--- config.mk ---
export PLATFORM = sky130hd
export DESIGN_NAME = mul_unit_flat
export DESIGN_NICKNAME = d
export VERILOG_FILES = /design/src/source/issue_pkg.sv /design/src/source/issue_if.sv /design/src/source/mul_unit.sv /design/src/flat_wrapper.sv
export SDC_FILE = /design/constraint.sdc
export NUM_CORES = 1
export LEC_CHECK = 0
export ABC_AREA = 1
export BUFFER_PORTS_ARGS = -buffer_cell sky130_fd_sc_hd__buf_2
export CORE_ASPECT_RATIO = 2
export CORE_MARGIN = 2
export CORE_UTILIZATION = 30
export CTS_CLUSTER_DIAMETER = 100
export CTS_CLUSTER_SIZE = 12
export DETAILED_ROUTE_END_ITERATION = 7
export PLACE_DENSITY_LB_ADDON = 0.2
export SLEW_MARGIN = 25
export SYNTH_ARGS = -nofsm -noshare
export SYNTH_HDL_FRONTEND = slang
export SYNTH_SLANG_ARGS = --single-unit
export TNS_END_PERCENT = 30
--- constraint.sdc ---
create_clock -name clk_i -period 8.35 [get_ports clk_i]
set_input_delay 2.0875 -clock clk_i [delete_from_list [all_inputs] [get_ports clk_i]]
set_output_delay 2.0875 -clock clk_i [all_outputs]
set_load 0.02 [all_outputs]
--- src/source/issue_pkg.sv ---
`default_nettype none

package issue_pkg;

  localparam int WORD_W        = 32;                     // datapath width
  localparam int NUM_TAGS      = 32;                     // physical registers
  localparam int TAG_W         = $clog2(NUM_TAGS);       // 5 bit tags
  localparam int ISSUE_ENTRIES = 8;                      // issue table depth
  localparam int ENTRY_W       = $clog2(ISSUE_ENTRIES);  // slot index width
  localparam int COUNT_W       = $clog2(ISSUE_ENTRIES) + 1; // must hold 0..8
  localparam int NUM_FU        = 2;                      // alu + mul
  localparam int FU_W          = $clog2(NUM_FU);
  localparam int OP_W          = 3;
  localparam int MUL_STAGES    = 3;                      // multiplier depth

  typedef logic [WORD_W-1:0]  word_t;       // data word
  typedef logic [TAG_W-1:0]   tag_t;        // physical tag
  typedef logic [ENTRY_W-1:0] entry_idx_t;  // table slot
  typedef logic [COUNT_W-1:0] count_t;      // occupancy
  typedef logic [FU_W-1:0]    fu_sel_t;     // unit select
  typedef logic [OP_W-1:0]    opcode_t;     // operation

  localparam fu_sel_t FU_ALU = 1'b0;
  localparam fu_sel_t FU_MUL = 1'b1;

  localparam opcode_t OP_ADD = 3'd0;
  localparam opcode_t OP_SUB = 3'd1;
  localparam opcode_t OP_AND = 3'd2;
  localparam opcode_t OP_OR  = 3'd3;
  localparam opcode_t OP_XOR = 3'd4;
  localparam opcode_t OP_MUL = 3'd5;  // only meaningful on the multiplier

endpackage

`default_nettype wire

--- src/source/issue_if.sv ---
`timescale 1ns/1ns
`default_nettype none

// issue bundle from the table to both units
// units never stall, so there is no ready
interface issue_if
  import issue_pkg::*;
  ();

  logic    valid;      // one issue this cycle
  fu_sel_t fu_sel;     // which unit takes it
  opcode_t opcode;     // alu op or mul
  tag_t    dest_tag;   // tag for the result bus
  word_t   src1_data;  // operand a
  word_t   src2_data;  // operand b, reg value or zero-ext imm

  modport tbl (
    output valid,
    output fu_sel,
    output opcode,
    output dest_tag,
    output src1_data,
    output src2_data
  );

  modport unit (
    input valid,
    input fu_sel,
    input opcode,
    input dest_tag,
    input src1_data,
    input src2_data
  );

endinterface

`default_nettype wire

--- src/source/mul_unit.sv ---
`timescale 1ns/1ns
`default_nettype none

module mul_unit
  import issue_pkg::*;
  ( input  logic  clk_i
  , input  logic  reset_i
  , issue_if.unit issue_i
  // result bus
  , output logic  res_valid_o
  , output tag_t  res_tag_o
  , output word_t res_data_o
  );

  localparam int HALF = WORD_W / 2;

  logic                  fire;
  word_t                 pp_lo;                // a * b[15:0]
  word_t                 pp_hi;                // a * b[31:16], low half used
  logic [MUL_STAGES-1:0] v_q;                  // valid per stage
  tag_t                  tag_q  [MUL_STAGES];
  word_t                 prod_q [MUL_STAGES];  // partial then full product
  logic [HALF-1:0]       hi_q;                 // upper partial, pre-shift

  assign fire  = issue_i.valid && (issue_i.fu_sel == FU_MUL);
  assign pp_lo = issue_i.src1_data * word_t'(issue_i.src2_data[HALF-1:0]);
  assign pp_hi = issue_i.src1_data * word_t'(issue_i.src2_data[WORD_W-1:HALF]);

  always_ff @(posedge clk_i) begin
    if (reset_i) begin
      v_q <= '0;
    end else begin
      v_q <= {v_q[MUL_STAGES-2:0], fire};
    end
  end

  always_ff @(posedge clk_i) begin
    tag_q[0]  <= issue_i.dest_tag;          // stage 1 split product
    prod_q[0] <= pp_lo;
    hi_q      <= pp_hi[HALF-1:0];
    tag_q[1]  <= tag_q[0];                  // stage 2 merge halves
    prod_q[1] <= prod_q[0] + {hi_q, {HALF{1'b0}}};
    for (int k = 2; k < MUL_STAGES; k++) begin  // remaining stages just carry
      tag_q[k]  <= tag_q[k-1];
      prod_q[k] <= prod_q[k-1];
    end
  end

  // low 32 bits only
  assign res_valid_o = v_q[MUL_STAGES-1];
  assign res_tag_o   = tag_q[MUL_STAGES-1];
  assign res_data_o  = prod_q[MUL_STAGES-1];

endmodule

`default_nettype wire

--- src/flat_wrapper.sv ---
// flat-port wrapper written by rule: the top's interface ports become plain ports
module mul_unit_flat import issue_pkg::*;
  (clk_i, reset_i, res_valid_o, res_tag_o, res_data_o, issue_i_valid, issue_i_fu_sel, issue_i_opcode, issue_i_dest_tag, issue_i_src1_data, issue_i_src2_data);
  issue_if issue_i_i ();
  input  logic clk_i;
  input  logic reset_i;
  output logic res_valid_o;
  output tag_t res_tag_o;
  output word_t res_data_o;
  input wire logic [$bits(issue_i_i.valid)-1:0] issue_i_valid;
  input wire logic [$bits(issue_i_i.fu_sel)-1:0] issue_i_fu_sel;
  input wire logic [$bits(issue_i_i.opcode)-1:0] issue_i_opcode;
  input wire logic [$bits(issue_i_i.dest_tag)-1:0] issue_i_dest_tag;
  input wire logic [$bits(issue_i_i.src1_data)-1:0] issue_i_src1_data;
  input wire logic [$bits(issue_i_i.src2_data)-1:0] issue_i_src2_data;
  assign issue_i_i.valid = issue_i_valid;
  assign issue_i_i.fu_sel = issue_i_fu_sel;
  assign issue_i_i.opcode = issue_i_opcode;
  assign issue_i_i.dest_tag = issue_i_dest_tag;
  assign issue_i_i.src1_data = issue_i_src1_data;
  assign issue_i_i.src2_data = issue_i_src2_data;
  mul_unit u_core (.clk_i(clk_i), .reset_i(reset_i), .issue_i(issue_i_i), .res_valid_o(res_valid_o), .res_tag_o(res_tag_o), .res_data_o(res_data_o));
endmodule
Word-level counts from Yosys, hierarchy flattened
Memories as Yosys holds them, arrays and structs flattened.
Cells that the tools add are included.
Storage, ports and cells
  logic and storage cells: 8
  memories kept: 2
  RAM bits: 111
  output and inout port bits: 38
  flip-flop bits (word level): 19
Cells by class
  reductions and logical operators: 1
  $mul: 2
  $add $sub $neg: 1
Memories
  u_core.prod_q: words 3, bits a word 32, read ports 3, clocked after memory_dff 0, wr ports 3, RTL line mul_unit.sv:22  | word_t prod_q [MUL_STAGES];
  u_core.tag_q: words 3, bits a word 5, read ports 3, clocked after memory_dff 0, wr ports 3, RTL line mul_unit.sv:21  | tag_t tag_q [MUL_STAGES];
Operators with widths (number)
  $add A32 B32 Y32: 1
  $mul A32 B16 Y16: 1
  $mul A32 B16 Y32: 1
  $logic_and A1 B1 Y1: 1

Longest topological paths before layout
  depth after elaboration: 1
  mapped depth: 28

Worst setup path after synthesis
Ideal clock, no wire load.
  path kind: input port to flip-flop
  start point: input port issue_i_src1_data[12]
  end point: memory u_core.prod_q[0][22] (netlist name)
  cell stages on the path: 19
  data arrival time: 7.080 ns
  data required time: 8.227 ns
  slack: 1.147 ns
  library setup time: 0.123 ns
  cell sequence: clkbuf_1 > buf_1 > nand2_1 > fa_1 > fa_1 > fa_1 > inv_1 > fa_1 > fa_1 > inv_1 > fa_1 > inv_1 > ha_1 > a21oi_1 > a21boi_1 > nand3_1 > a21oi_1 > o21ai_1 > xor2_1
RTL lines
  from (decl): RTL line flat_wrapper.sv:14  | input wire logic [$bits(issue_i_i.src1_data)-1:0] issue_i_src1_data;
  to (decl): RTL line mul_unit.sv:22

==> reports/results.ini <==
[status]
status=finished, final reports clean

[sta]
rsz0062_at_grt=false
period_needed_ns=7.470
setup_ws_ns=0.8804
drv_slew=0
finalSetupViolCount=0
tns_ns=0
fmax_ghz=0.1339
period_share_pct=89.46
hold_viol=0
worst_pin_slew_ns=0.7362
maxSlewHeadroom_pct=50.92
skew_ns=0.006164

[grt]
antenna_found_initial=6
track_usage_pct=17.35
grt_pass1_vias=17530
grt_pass1_wl_mm=91.67
grt_overflow=0
grt_start_max_net_pins=33

[setup_path]
critPathKind=input port to flop
path_common_cell=fa_1
worst_path_largest_cell_delay_ns=0.54
rrSetupSlack_ns=6.54
crit_fanout=19
worstSetupEndpointType=flop
crit_family=adder cells
critical_path_arrival_ns=7.81
critPathRequiredTime_ns=8.69
critPathBufInv=5
path_depth=20
crit_path_start_kind=input port
r2r_cells=10
slowest_stage=fa_1
path_cells=buf_2 -> buf_4 -> nand2_1 -> fa_1 -> fa_1 -> fa_1 -> inv_1 -> fa_1 -> fa_1 -> inv_1 -> fa_1 -> inv_1 -> ha_1 -> a21oi_1 -> o21ai_0 -> a21oi_1 -> o21ai_0 -> a21oi_1 -> nand3_1 -> nand2_1

[worst_hold_path]
hold_depth=0
hold_class=flop to flop

[drt]
via_per_inst=4.428
avgRoutedWirePerCell_um=16.62
vias=15410
final_antenna_net_count=0
drt_iter0_drc=676
drc_errors=0
wl_mm=57.82
firstDrtPassIters=7

[logic_synthesis]
synth-simple-area-share_pct=16.37
synth.largest_area_cell=fa_1
yosysSeqAreaShare_pct=12.95
synth_flop_cell=dfxtp_1
synth_top_family_by_area=adder cells
synth_edf_count=0
synth_fp_nets=3152
synth_area_leaders=fa_1 (38%), inv_1 (14%), nand2_1 (13%)
synthXorXnorAreaFrac_pct=3.344
synth_cell_types=40
syn_inst=2562
synth-compound-area-share_pct=3.462
synth_fa_ha_area_share_pct=46.39
synth_mux_area_share_pct=0
postSynth.asyncResetShare_pct=0
syn_area_mm2=0.02009
synth_top_area_share_pct=38.36
ys_warn_count=0
syn_avg_cell_area_um2=7.843
synth_seq_cells=130

[clock_network]
cts_buffer_depth=2
cts-root-buf=clkbuf_16
clk_latency_ns=0.43
postCtsSetupRepairBufs=0
htreeDepth=4
cts_buffers=17
cts.repair.resized=0
cts_sinks=130
cts_tree=yes
cts_hold_buf=0
clk_pin_slew_worst_paths_ns=0.06

[floorplan]
core_area_mm2=0.06656
io_pins=114
row_count=134
die_x_um=187
die_h_um=370.0
initial_core_util_pct=30.19
die-area_mm2=0.06919

[cells_and_area]
area_growth_pct=8.799
finalNetCount=3169
layout_commonest_cell=inv_1
drive_gt1_share_pct=7.292
final_cell_mix=inv_1 (742), nand2_1 (706), fa_1 (385)

[placed_design]
place.gp.congestion=0.8767
numPortBuffers=110
dp_hpwl_mm=48.28
pre_cts_slack_ns=0.4310

[flow_run]
drv_cap=0

[layer usage]
metal	vias to the layer above	global-route usage, %	routed length [µm]
li1	7228	-	-
met2	397	35.52	33100
met4	6	10.01	3464
met5	-	0	34
met3	186	1.923	1986
met1	7592	16.23	19240
[cell usage after synthesis (4+ instances only)]
| cell | count |
|---|---|
| o21ai_1 | 8 |
| ha_1 | 129 |
| buf_4 | 45 |
| a21oi_1 | 63 |
| buf_1 | 11 |
| o31ai_1 | 4 |
| nand3b_1 | 4 |
| a21o_1 | 6 |
| clkbuf_1 | 71 |
| xnor2_1 | 20 |
| nor3_1 | 11 |
| o21ai_0 | 21 |
| inv_2 | 4 |
| nor2_1 | 43 |
| dfxtp_1 | 130 |
| buf_2 | 11 |
| nand3_1 | 54 |
| nand4_1 | 7 |
| fa_1 | 385 |
| nand2_1 | 706 |
| inv_1 | 742 |
| o21bai_1 | 4 |
| nand2_2 | 7 |
| xor2_1 | 53 |
[cell type report]
cell class | instances | area (µm²)
fill | 7239 | 44700
multi-input combinational | 1547 | 13980
inverter | 746 | 2800
sequential | 130 | 2603
tap | 884 | 1106
timing repair buffer | 137 | 765.7
clock buffer | 17 | 425.4
clock inverter | 15 | 172.7
antenna | 4 | 10.01
[kinds of logic (layout without fill, tap and decap cells)]
group / after synthesis / count (layout)
fa+ha+maj: 514 / 514
flops: 130 / 130
simple gates: 836 / 836
buf+inv: 885 / 915
compound gates: 122 / 122
other cells: 0 / 4
xor+xnor: 75 / 75
[per-stage QoR]
stage / instance area [µm²] / utilization (%) / instances / hold slack (ns)
after CTS: 21850 / 32.83 / 3476 / 0.3268
after detailed placement: 21250 / 31.93 / 3444 / 0.3121
after global routing: 21860 / 32.84 / 3478 / 0.3293
after floorplan: 20090 / - / 2562 / 0.3096
final: 21860 / 32.84 / 3480 / 0.3260
after global placement: 21250 / 31.93 / 3444 / 0.3097
[path summary, 6_finish.rpt]
kind | start | end
worst max-delay path | issue_i_src2_data[1] | u_core.prod_q[0][31]
worst max register to register | u_core.hi_q[2] | u_core.prod_q[0][61]
worst min register to register | u_core.prod_q[0][38] | u_core.prod_q[0][70]
worst min-delay path | u_core.prod_q[0][38] | u_core.prod_q[0][70]
[worst register-to-register path: cells and delay by family (launching register included)]
| family | cells | cell delay [ns] |
|---|---|---|
| AOI/OAI and AO/OA | 3 | 0.44 |
| and+or+nand+nor | 4 | 0.35 |
| adders and majority gates | 1 | 0.35 |
| DFF | 1 | 0.32 |
| xor gates and xnor gates | 1 | 0.14 |
| buffers and inverters | 1 | 0.10 |
[sequential cells by signal (all words and copies together), names as in the netlist]
| register | cells |
|---|---|
| u_core.tag_q | 15 |
| u_core.hi_q | 16 |
| u_core.v_q | 3 |
| u_core.prod_q | 96 |
Power is left out: the tool's default activity adds up to more than one toggle a clock period on the data nets, which glitch-free logic cannot reach.
