$ cat config.mk
export PLATFORM = sky130hd
export DESIGN_NAME = alu_unit_flat
export DESIGN_NICKNAME = d
export VERILOG_FILES = /design/src/source/issue_pkg.sv /design/src/source/issue_if.sv /design/src/source/alu_unit.sv /design/src/flat_wrapper.sv
export SDC_FILE = /design/constraint.sdc
export NUM_CORES = 1
export LEC_CHECK = 0
export BUFFER_PORTS_ARGS = -buffer_cell sky130_fd_sc_hd__clkbuf_2
export CAP_MARGIN = 20
export CORE_MARGIN = 5
export CORE_UTILIZATION = 50
export DETAILED_ROUTE_END_ITERATION = 12
export GPL_TIMING_DRIVEN = 1
export PLACE_DENSITY = 0.84
export SETUP_SLACK_MARGIN = 0.05
export SLEW_MARGIN = 20
export SYNTH_ARGS = -nofsm -noshare
export SYNTH_HDL_FRONTEND = slang
export SYNTH_SLANG_ARGS = --single-unit
$ cat constraint.sdc
create_clock -name clk_i -period 4.54 [get_ports clk_i]
set_input_delay 0.681 -clock clk_i [delete_from_list [all_inputs] [get_ports clk_i]]
set_output_delay 0.681 -clock clk_i [all_outputs]
set_load 0.01 [all_outputs]
$ cat src/source/issue_pkg.sv
`default_nettype none

package issue_pkg;

  localparam int WORD_W        = 32;                     // datapath width
  localparam int NUM_TAGS      = 32;                     // physical registers
  localparam int TAG_W         = $clog2(NUM_TAGS);       // 5 bit tags
  localparam int ISSUE_ENTRIES = 8;                      // issue table depth
  localparam int ENTRY_W       = $clog2(ISSUE_ENTRIES);  // slot index width
  localparam int COUNT_W       = $clog2(ISSUE_ENTRIES) + 1; // must hold 0..8
  localparam int NUM_FU        = 2;                      // alu + mul
  localparam int FU_W          = $clog2(NUM_FU);
  localparam int OP_W          = 3;
  localparam int MUL_STAGES    = 3;                      // multiplier depth

  typedef logic [WORD_W-1:0]  word_t;       // data word
  typedef logic [TAG_W-1:0]   tag_t;        // physical tag
  typedef logic [ENTRY_W-1:0] entry_idx_t;  // table slot
  typedef logic [COUNT_W-1:0] count_t;      // occupancy
  typedef logic [FU_W-1:0]    fu_sel_t;     // unit select
  typedef logic [OP_W-1:0]    opcode_t;     // operation

  localparam fu_sel_t FU_ALU = 1'b0;
  localparam fu_sel_t FU_MUL = 1'b1;

  localparam opcode_t OP_ADD = 3'd0;
  localparam opcode_t OP_SUB = 3'd1;
  localparam opcode_t OP_AND = 3'd2;
  localparam opcode_t OP_OR  = 3'd3;
  localparam opcode_t OP_XOR = 3'd4;
  localparam opcode_t OP_MUL = 3'd5;  // only meaningful on the multiplier

endpackage

`default_nettype wire

$ cat src/source/issue_if.sv
`timescale 1ns/1ns
`default_nettype none

// issue bundle from the table to both units
// units never stall, so there is no ready
interface issue_if
  import issue_pkg::*;
  ();

  logic    valid;      // one issue this cycle
  fu_sel_t fu_sel;     // which unit takes it
  opcode_t opcode;     // alu op or mul
  tag_t    dest_tag;   // tag for the result bus
  word_t   src1_data;  // operand a
  word_t   src2_data;  // operand b, reg value or zero-ext imm

  modport tbl (
    output valid,
    output fu_sel,
    output opcode,
    output dest_tag,
    output src1_data,
    output src2_data
  );

  modport unit (
    input valid,
    input fu_sel,
    input opcode,
    input dest_tag,
    input src1_data,
    input src2_data
  );

endinterface

`default_nettype wire

$ cat src/source/alu_unit.sv
`timescale 1ns/1ns
`default_nettype none

module alu_unit
  import issue_pkg::*;
  ( input  logic  clk_i
  , input  logic  reset_i
  , issue_if.unit issue_i
  // result bus
  , output logic  res_valid_o
  , output tag_t  res_tag_o
  , output word_t res_data_o
  );

  logic  fire;    // bundle targets this unit
  word_t result;

  assign fire = issue_i.valid && (issue_i.fu_sel == FU_ALU);

  always_comb begin
    case (issue_i.opcode)
      OP_ADD:  result = issue_i.src1_data + issue_i.src2_data;
      OP_SUB:  result = issue_i.src1_data - issue_i.src2_data;
      OP_AND:  result = issue_i.src1_data & issue_i.src2_data;
      OP_OR:   result = issue_i.src1_data | issue_i.src2_data;
      OP_XOR:  result = issue_i.src1_data ^ issue_i.src2_data;
      default: result = '0;  // mul never routed here
    endcase
  end

  always_ff @(posedge clk_i) begin
    if (reset_i) begin
      res_valid_o <= 1'b0;
    end else begin
      res_valid_o <= fire;  // one cycle after issue
    end
  end

  always_ff @(posedge clk_i) begin
    if (fire) begin
      res_tag_o  <= issue_i.dest_tag;
      res_data_o <= result;
    end
  end

endmodule

`default_nettype wire

$ cat src/flat_wrapper.sv
// flat-port wrapper written by rule: the top's interface ports become plain ports
module alu_unit_flat import issue_pkg::*;
  (clk_i, reset_i, res_valid_o, res_tag_o, res_data_o, issue_i_valid, issue_i_fu_sel, issue_i_opcode, issue_i_dest_tag, issue_i_src1_data, issue_i_src2_data);
  issue_if issue_i_i ();
  input  logic clk_i;
  input  logic reset_i;
  output logic res_valid_o;
  output tag_t res_tag_o;
  output word_t res_data_o;
  input wire logic [$bits(issue_i_i.valid)-1:0] issue_i_valid;
  input wire logic [$bits(issue_i_i.fu_sel)-1:0] issue_i_fu_sel;
  input wire logic [$bits(issue_i_i.opcode)-1:0] issue_i_opcode;
  input wire logic [$bits(issue_i_i.dest_tag)-1:0] issue_i_dest_tag;
  input wire logic [$bits(issue_i_i.src1_data)-1:0] issue_i_src1_data;
  input wire logic [$bits(issue_i_i.src2_data)-1:0] issue_i_src2_data;
  assign issue_i_i.valid = issue_i_valid;
  assign issue_i_i.fu_sel = issue_i_fu_sel;
  assign issue_i_i.opcode = issue_i_opcode;
  assign issue_i_i.dest_tag = issue_i_dest_tag;
  assign issue_i_i.src1_data = issue_i_src1_data;
  assign issue_i_i.src2_data = issue_i_src2_data;
  alu_unit u_core (.clk_i(clk_i), .reset_i(reset_i), .issue_i(issue_i_i), .res_valid_o(res_valid_o), .res_tag_o(res_tag_o), .res_data_o(res_data_o));
endmodule
Word level (Yosys, flattened, before mapping)
Cells that the tools add are included.
{ "word_totals": {"regBits": 38, "input_bits": 76, "output_inout_bits": 38, "word_cells": 16} }
{ "op_classes": {"n_addsub": 2, "eq_ne": 4, "mux": 1, "bitwise_logic": 4, "n_reduce_logical": 2} }
{ "ops": {"columns": ["cell", "n"], "rows": [
  ["$pmux 32 s5", 1],
  ["$add 32x32->32", 1],
  ["$and 32x32->32", 1],
  ["$or 32x32->32", 1],
  ["$sub 32x32->32", 1],
  ["$xor 32x32->32", 1],
  ["$eq 3x2->1 const B", 2],
  ["$eq 3x1->1 const B", 1],
  ["$eq 3x3->1 const B", 1],
  ["$logic_not 3->1", 1],
  ["$logic_and 1x1->1", 1],
  ["$not 1->1", 1]
]} }

Depth between registers and ports, before layout
{ "depth": {"depth_word": 2, "mapped_depth": 17} }

Worst setup path before layout
No wires, ideal clock.
{ "synth_timing": {"path_type": "input -> register", "startpoint": "in issue_i_opcode[1]", "endpoint": "reg u_core.res_data_o[29] (data pin)", "arrival_time_ns": 3.895, "required_ns": 4.265, "path_slack_ns": 0.370, "path_stages": 16, "n_path_buf": 3, "cell_sequence": "clkbuf_1 or2_2 buf_6 nor2_1 buf_2 nor2_1 xnor2_1 ha_1 a21oi_2 nand2_1 a41oi_1 o211ai_1 a31o_2 a21oi_1 xor2_1 o221ai_1"} }
{ "synth_via": {"elab_chain_cells": 2, "elab_cells_between_ends": 6, "classes_between": "4 x eq/ne; 1 x mux; 1 x reduce/logical"} }
{ "synth_rtl": {"columns": ["element", "line_no", "text"], "rows": [
  ["start: declaration", "flat_wrapper.sv:12", "input wire logic [$bits(issue_i_i.opcode)-1:0] issue_i_opcode;"],
  ["$eq 3x3->1 (tied with other cells)", "alu_unit.sv:21", "case (issue_i.opcode)"],
  ["$pmux 32 s5 *", "alu_unit.sv:21", null],
  ["via u_core.result[29]", "alu_unit.sv:16", "word_t result;"],
  ["end signal: assignment", "alu_unit.sv:42", "res_data_o <= result;"],
  ["end: declaration", "alu_unit.sv:12", ", output word_t res_data_o"]
]} }
Mark *: on every way through the listed nets, which the timed path passes. The rest lies on a longest branch.
A chain may end at the register's enable or synchronous reset.

Worst setup path in the final report
{ "layout_timing": {"startpoint": "in issue_i_src2_data[4]", "endpoint": "reg u_core.res_data_o[31] (data pin)"} }
{ "layout_via": {"elab_chain_cells": 2, "elab_cells_between_ends": 3, "classes_between": "2 x add/sub; 1 x mux"} }
{ "layout_rtl": {"columns": ["element", "line_no", "text"], "rows": [
  ["start: declaration", "flat_wrapper.sv:15", "input wire logic [$bits(issue_i_i.src2_data)-1:0] issue_i_src2_data;"],
  ["$sub 32x32->32 or $add 32x32->32 (tied branches)", "alu_unit.sv:23, alu_unit.sv:22", null],
  ["$pmux 32 s5 *", "alu_unit.sv:21", null],
  ["via u_core.result[31]", "alu_unit.sv:16", null]
]} }
Marked as above.

==> flow_summary.toml <==
[placed_design]
place.gp.congestion = 0.9700
dp_slack_ps = 227.6
io_buffers = 113
place_hpwl_microns = 11890

[cells_and_area]
nets = 932
post-route-util_pct = 59.23
n_fill_cell = 967
diodes = 0
drive_gt1_share_pct = 20.53
syn_to_final_growth_pct = 15.23

[yosys]
synth_fp_nets = 829
synth_top_area_share_pct = 22.54
ys_seq_elements = 38
synthArstFlopShare_pct = 0
synth_compound_area_share_pct = 24.39
synth-edff-count = 37
synthXorXnorAreaFrac_pct = 9.531
synth_area_leaders = "ha_1 (23%), edfxtp_1 (21%), xnor2_1 (7.4%)"
synth.area.mux_share_pct = 0.1878
ys_warn_count = 0
ys.flop_type = "edfxtp_1"
ys_seq_area_share_pct = 21.22
synth_top_family_by_area = "compound AO/OA/AOI/OAI gates"
syn_avg_cell_area_sq_um = 8.125
ys_types = 64
yosysTopAreaCell = "ha_1"
synth.cell_area_sq_um = 5330
synth.most_common_cell = "ha_1"
synthTopCellsByCount = "ha_1 (96), inv_1 (69), a21oi_1 (58), nor2_1 (53), xnor2_1 (45)"
syn-instance-count = 656
synth_adder_area_share_pct = 22.91
synth_simple_gate_area_share_pct = 14.06

[setup_path]
worstPathArrival_ps = 4120
required_ps = 4580
end_kind = "flip-flop"
critical_path_peak_fanout = 8
crit_type = "in2reg"
start_kind = "input port"

[cts]
cts_root_buf = "clkbuf_8"
clock_sinks = 38
clockBufferDepth = 2
clkTransAtPathRegs_ps = 80
numCtsBuffers = 5
cts_tree = "built"
postCtsHoldBufs = 0
postCtsSetupBuffers = 0
postCtsResizedCells = 0
htree_levels = 2

[pwr]
clockPowerShare_pct = 19.1
switching_share_pct = 39.38
peakVddDrop_uv = 134.8
power.leakage_nw = 2.885
total_power_mw = 1.359
intPower_mw = 0.8241
p_switching_mw = 0.5353
p_per_area_nw_per_um2 = 221.3
seq_power_share_pct = 31.9
share_comb_of_total_power_pct = 48.9

[die]
dieArea_sq_um = 12830
die_h_microns = 113.3
die_w_microns = 113.3
initial_core_util_pct = 51.40
rows = 37
core_sq_um = 10370
ios = 114

[min_path]
hp-class = "in2reg"
worstHoldEndpoint = "u_core.res_valid_o"
min_from = "reset_i"
holdPathStages = 2

[routing]
drt-initial-drc-count = 369
wl_per_cell_microns = 16.51
wl_met2_microns = 6918
wirelength_microns = 14790
drt-met1-wl_microns = 6613
via_per_inst = 5.810
top_layer_used = "met4"
drc = 0
ant_nets = 0
vias = 5206
wl_met3_microns = 1038
dr.pass1.iters = 5

[timing]
tns_ps = 0
min_period_ps = 4081
finalMaxSlewViolations = 0
fin_crit_sh_pct = 89.89
fin_ws_ps = 458.9
fmax_mhz = 245.0
max-slew-margin-rel_pct = 58.81
max_slew.worst_pin.slew_ps = 617.8
rsz0062_at_grt = "no"
finalHoldViolCount = 0
setup_viol = 0

[status]
run_status = "finished clean"

[global_route]
grt_pass1_wl_microns = 24370
grt.overflow.total = 0
grt_max_degree = 40
antenna_found_initial = 0
grt_pass1_vias = 4991
track_usage_pct = 22.92

[flow_run]
max_cap_viol_count = 0
[cell families after synthesis]
family | after synthesis
AOI/OAI and AO/OA | 203
xor gates and xnor gates | 58
DFF | 38
and+or+nand+nor | 157
buffers and inverters | 102
muxes | 1
adders and majority gates | 97
[power groups by stage]
stage                     registers (mW)  logic (mW)  clock network, mW
after global placement             0.442       0.645                  0
after CTS                          0.435       0.658              0.265
after detailed placement           0.443       0.654                  0
final                              0.434       0.665              0.260
after floorplan                    0.459       0.441                  0
after global routing               0.438       0.740              0.285
[sequential cells by signal, indices dropped and copies added (netlist names)]
name,flops
u_core.res_tag_o,5
u_core.res_data_o,32
u_core.res_valid_o,1
[stage by stage]
step | hold WS, ps | cells | area, sq um
floorplan | 752.6 | 656 | 5330
global placement | 842.9 | 887 | 6031
detailed placement | 840.0 | 888 | 6051
CTS | 522.1 | 896 | 6142
global route | 519.9 | 896 | 6142
finish | 528.7 | 896 | 6142
[worst max-delay path by stage]
stage                               from               endpoint  slack, ps  depth (start not counted)
finish              issue_i_src2_data[4]  u_core.res_data_o[31]        460                         15
global route        issue_i_src2_data[4]  u_core.res_data_o[30]        160                         16
CTS                 issue_i_src2_data[4]  u_core.res_data_o[29]        540                         15
detailed placement  issue_i_src2_data[4]  u_core.res_data_o[31]        230                         15
global placement    issue_i_src2_data[4]  u_core.res_data_o[29]        220                         15
floorplan              issue_i_opcode[1]  u_core.res_data_o[29]        370                         16
[layout by cell type, fill, tap and decap left out, types with 3 or more instances in the layout]
cell / count
nor2b_1: 5
buf_4: 14
xnor2_1: 45
a211oi_1: 21
ha_1: 96
edfxtp_1: 37
o21ai_0: 42
a31oi_1: 16
clkbuf_8: 6
o22ai_1: 3
nand4_1: 8
nand2_1: 44
nand2b_1: 3
xor2_1: 13
clkbuf_2: 113
or2_2: 3
o221ai_1: 10
o21bai_1: 4
nor3_1: 11
o31ai_1: 4
nand3_1: 7
o21ai_1: 5
inv_1: 69
a41oi_1: 3
nor2_1: 53
a21o_1: 11
a21oi_1: 58
and2_1: 4
[cell type report]
cell class                      count  area (sq um)  area share, %
Clock inverter                      1         5.005        0.08148
Multi-Input combinational cell    516          3796          61.80
Tap cell                          136         170.2          2.770
Inverter                           70         262.8          4.278
Clock buffer                        7         86.33          1.406
Sequential cell                    38          1131          18.42
Timing Repair Buffer              128         690.7          11.24
[metal layers]
layer | GRT usage, % | up-vias
met2 | 37.84 | 204
li1 | - | 2559
met4 | 5.609 | 0
met5 | 0 | -
met3 | 3.422 | 18
met1 | 31.51 | 2425
[worst max-delay path, cell delays in order]
cell,delay [ps]
clkbuf_2,120
nor4_2,480
and2_1,230
nand2_1,130
o31ai_1,360
xnor2_1,110
ha_1,400
nand2_1,170
nor3b_1,70
a2111oi_1,420
nor3_1,120
a211o_1,360
a211oi_2,220
xnor2_1,150
o21ai_1,80
(Power assumes the default switching activity.)
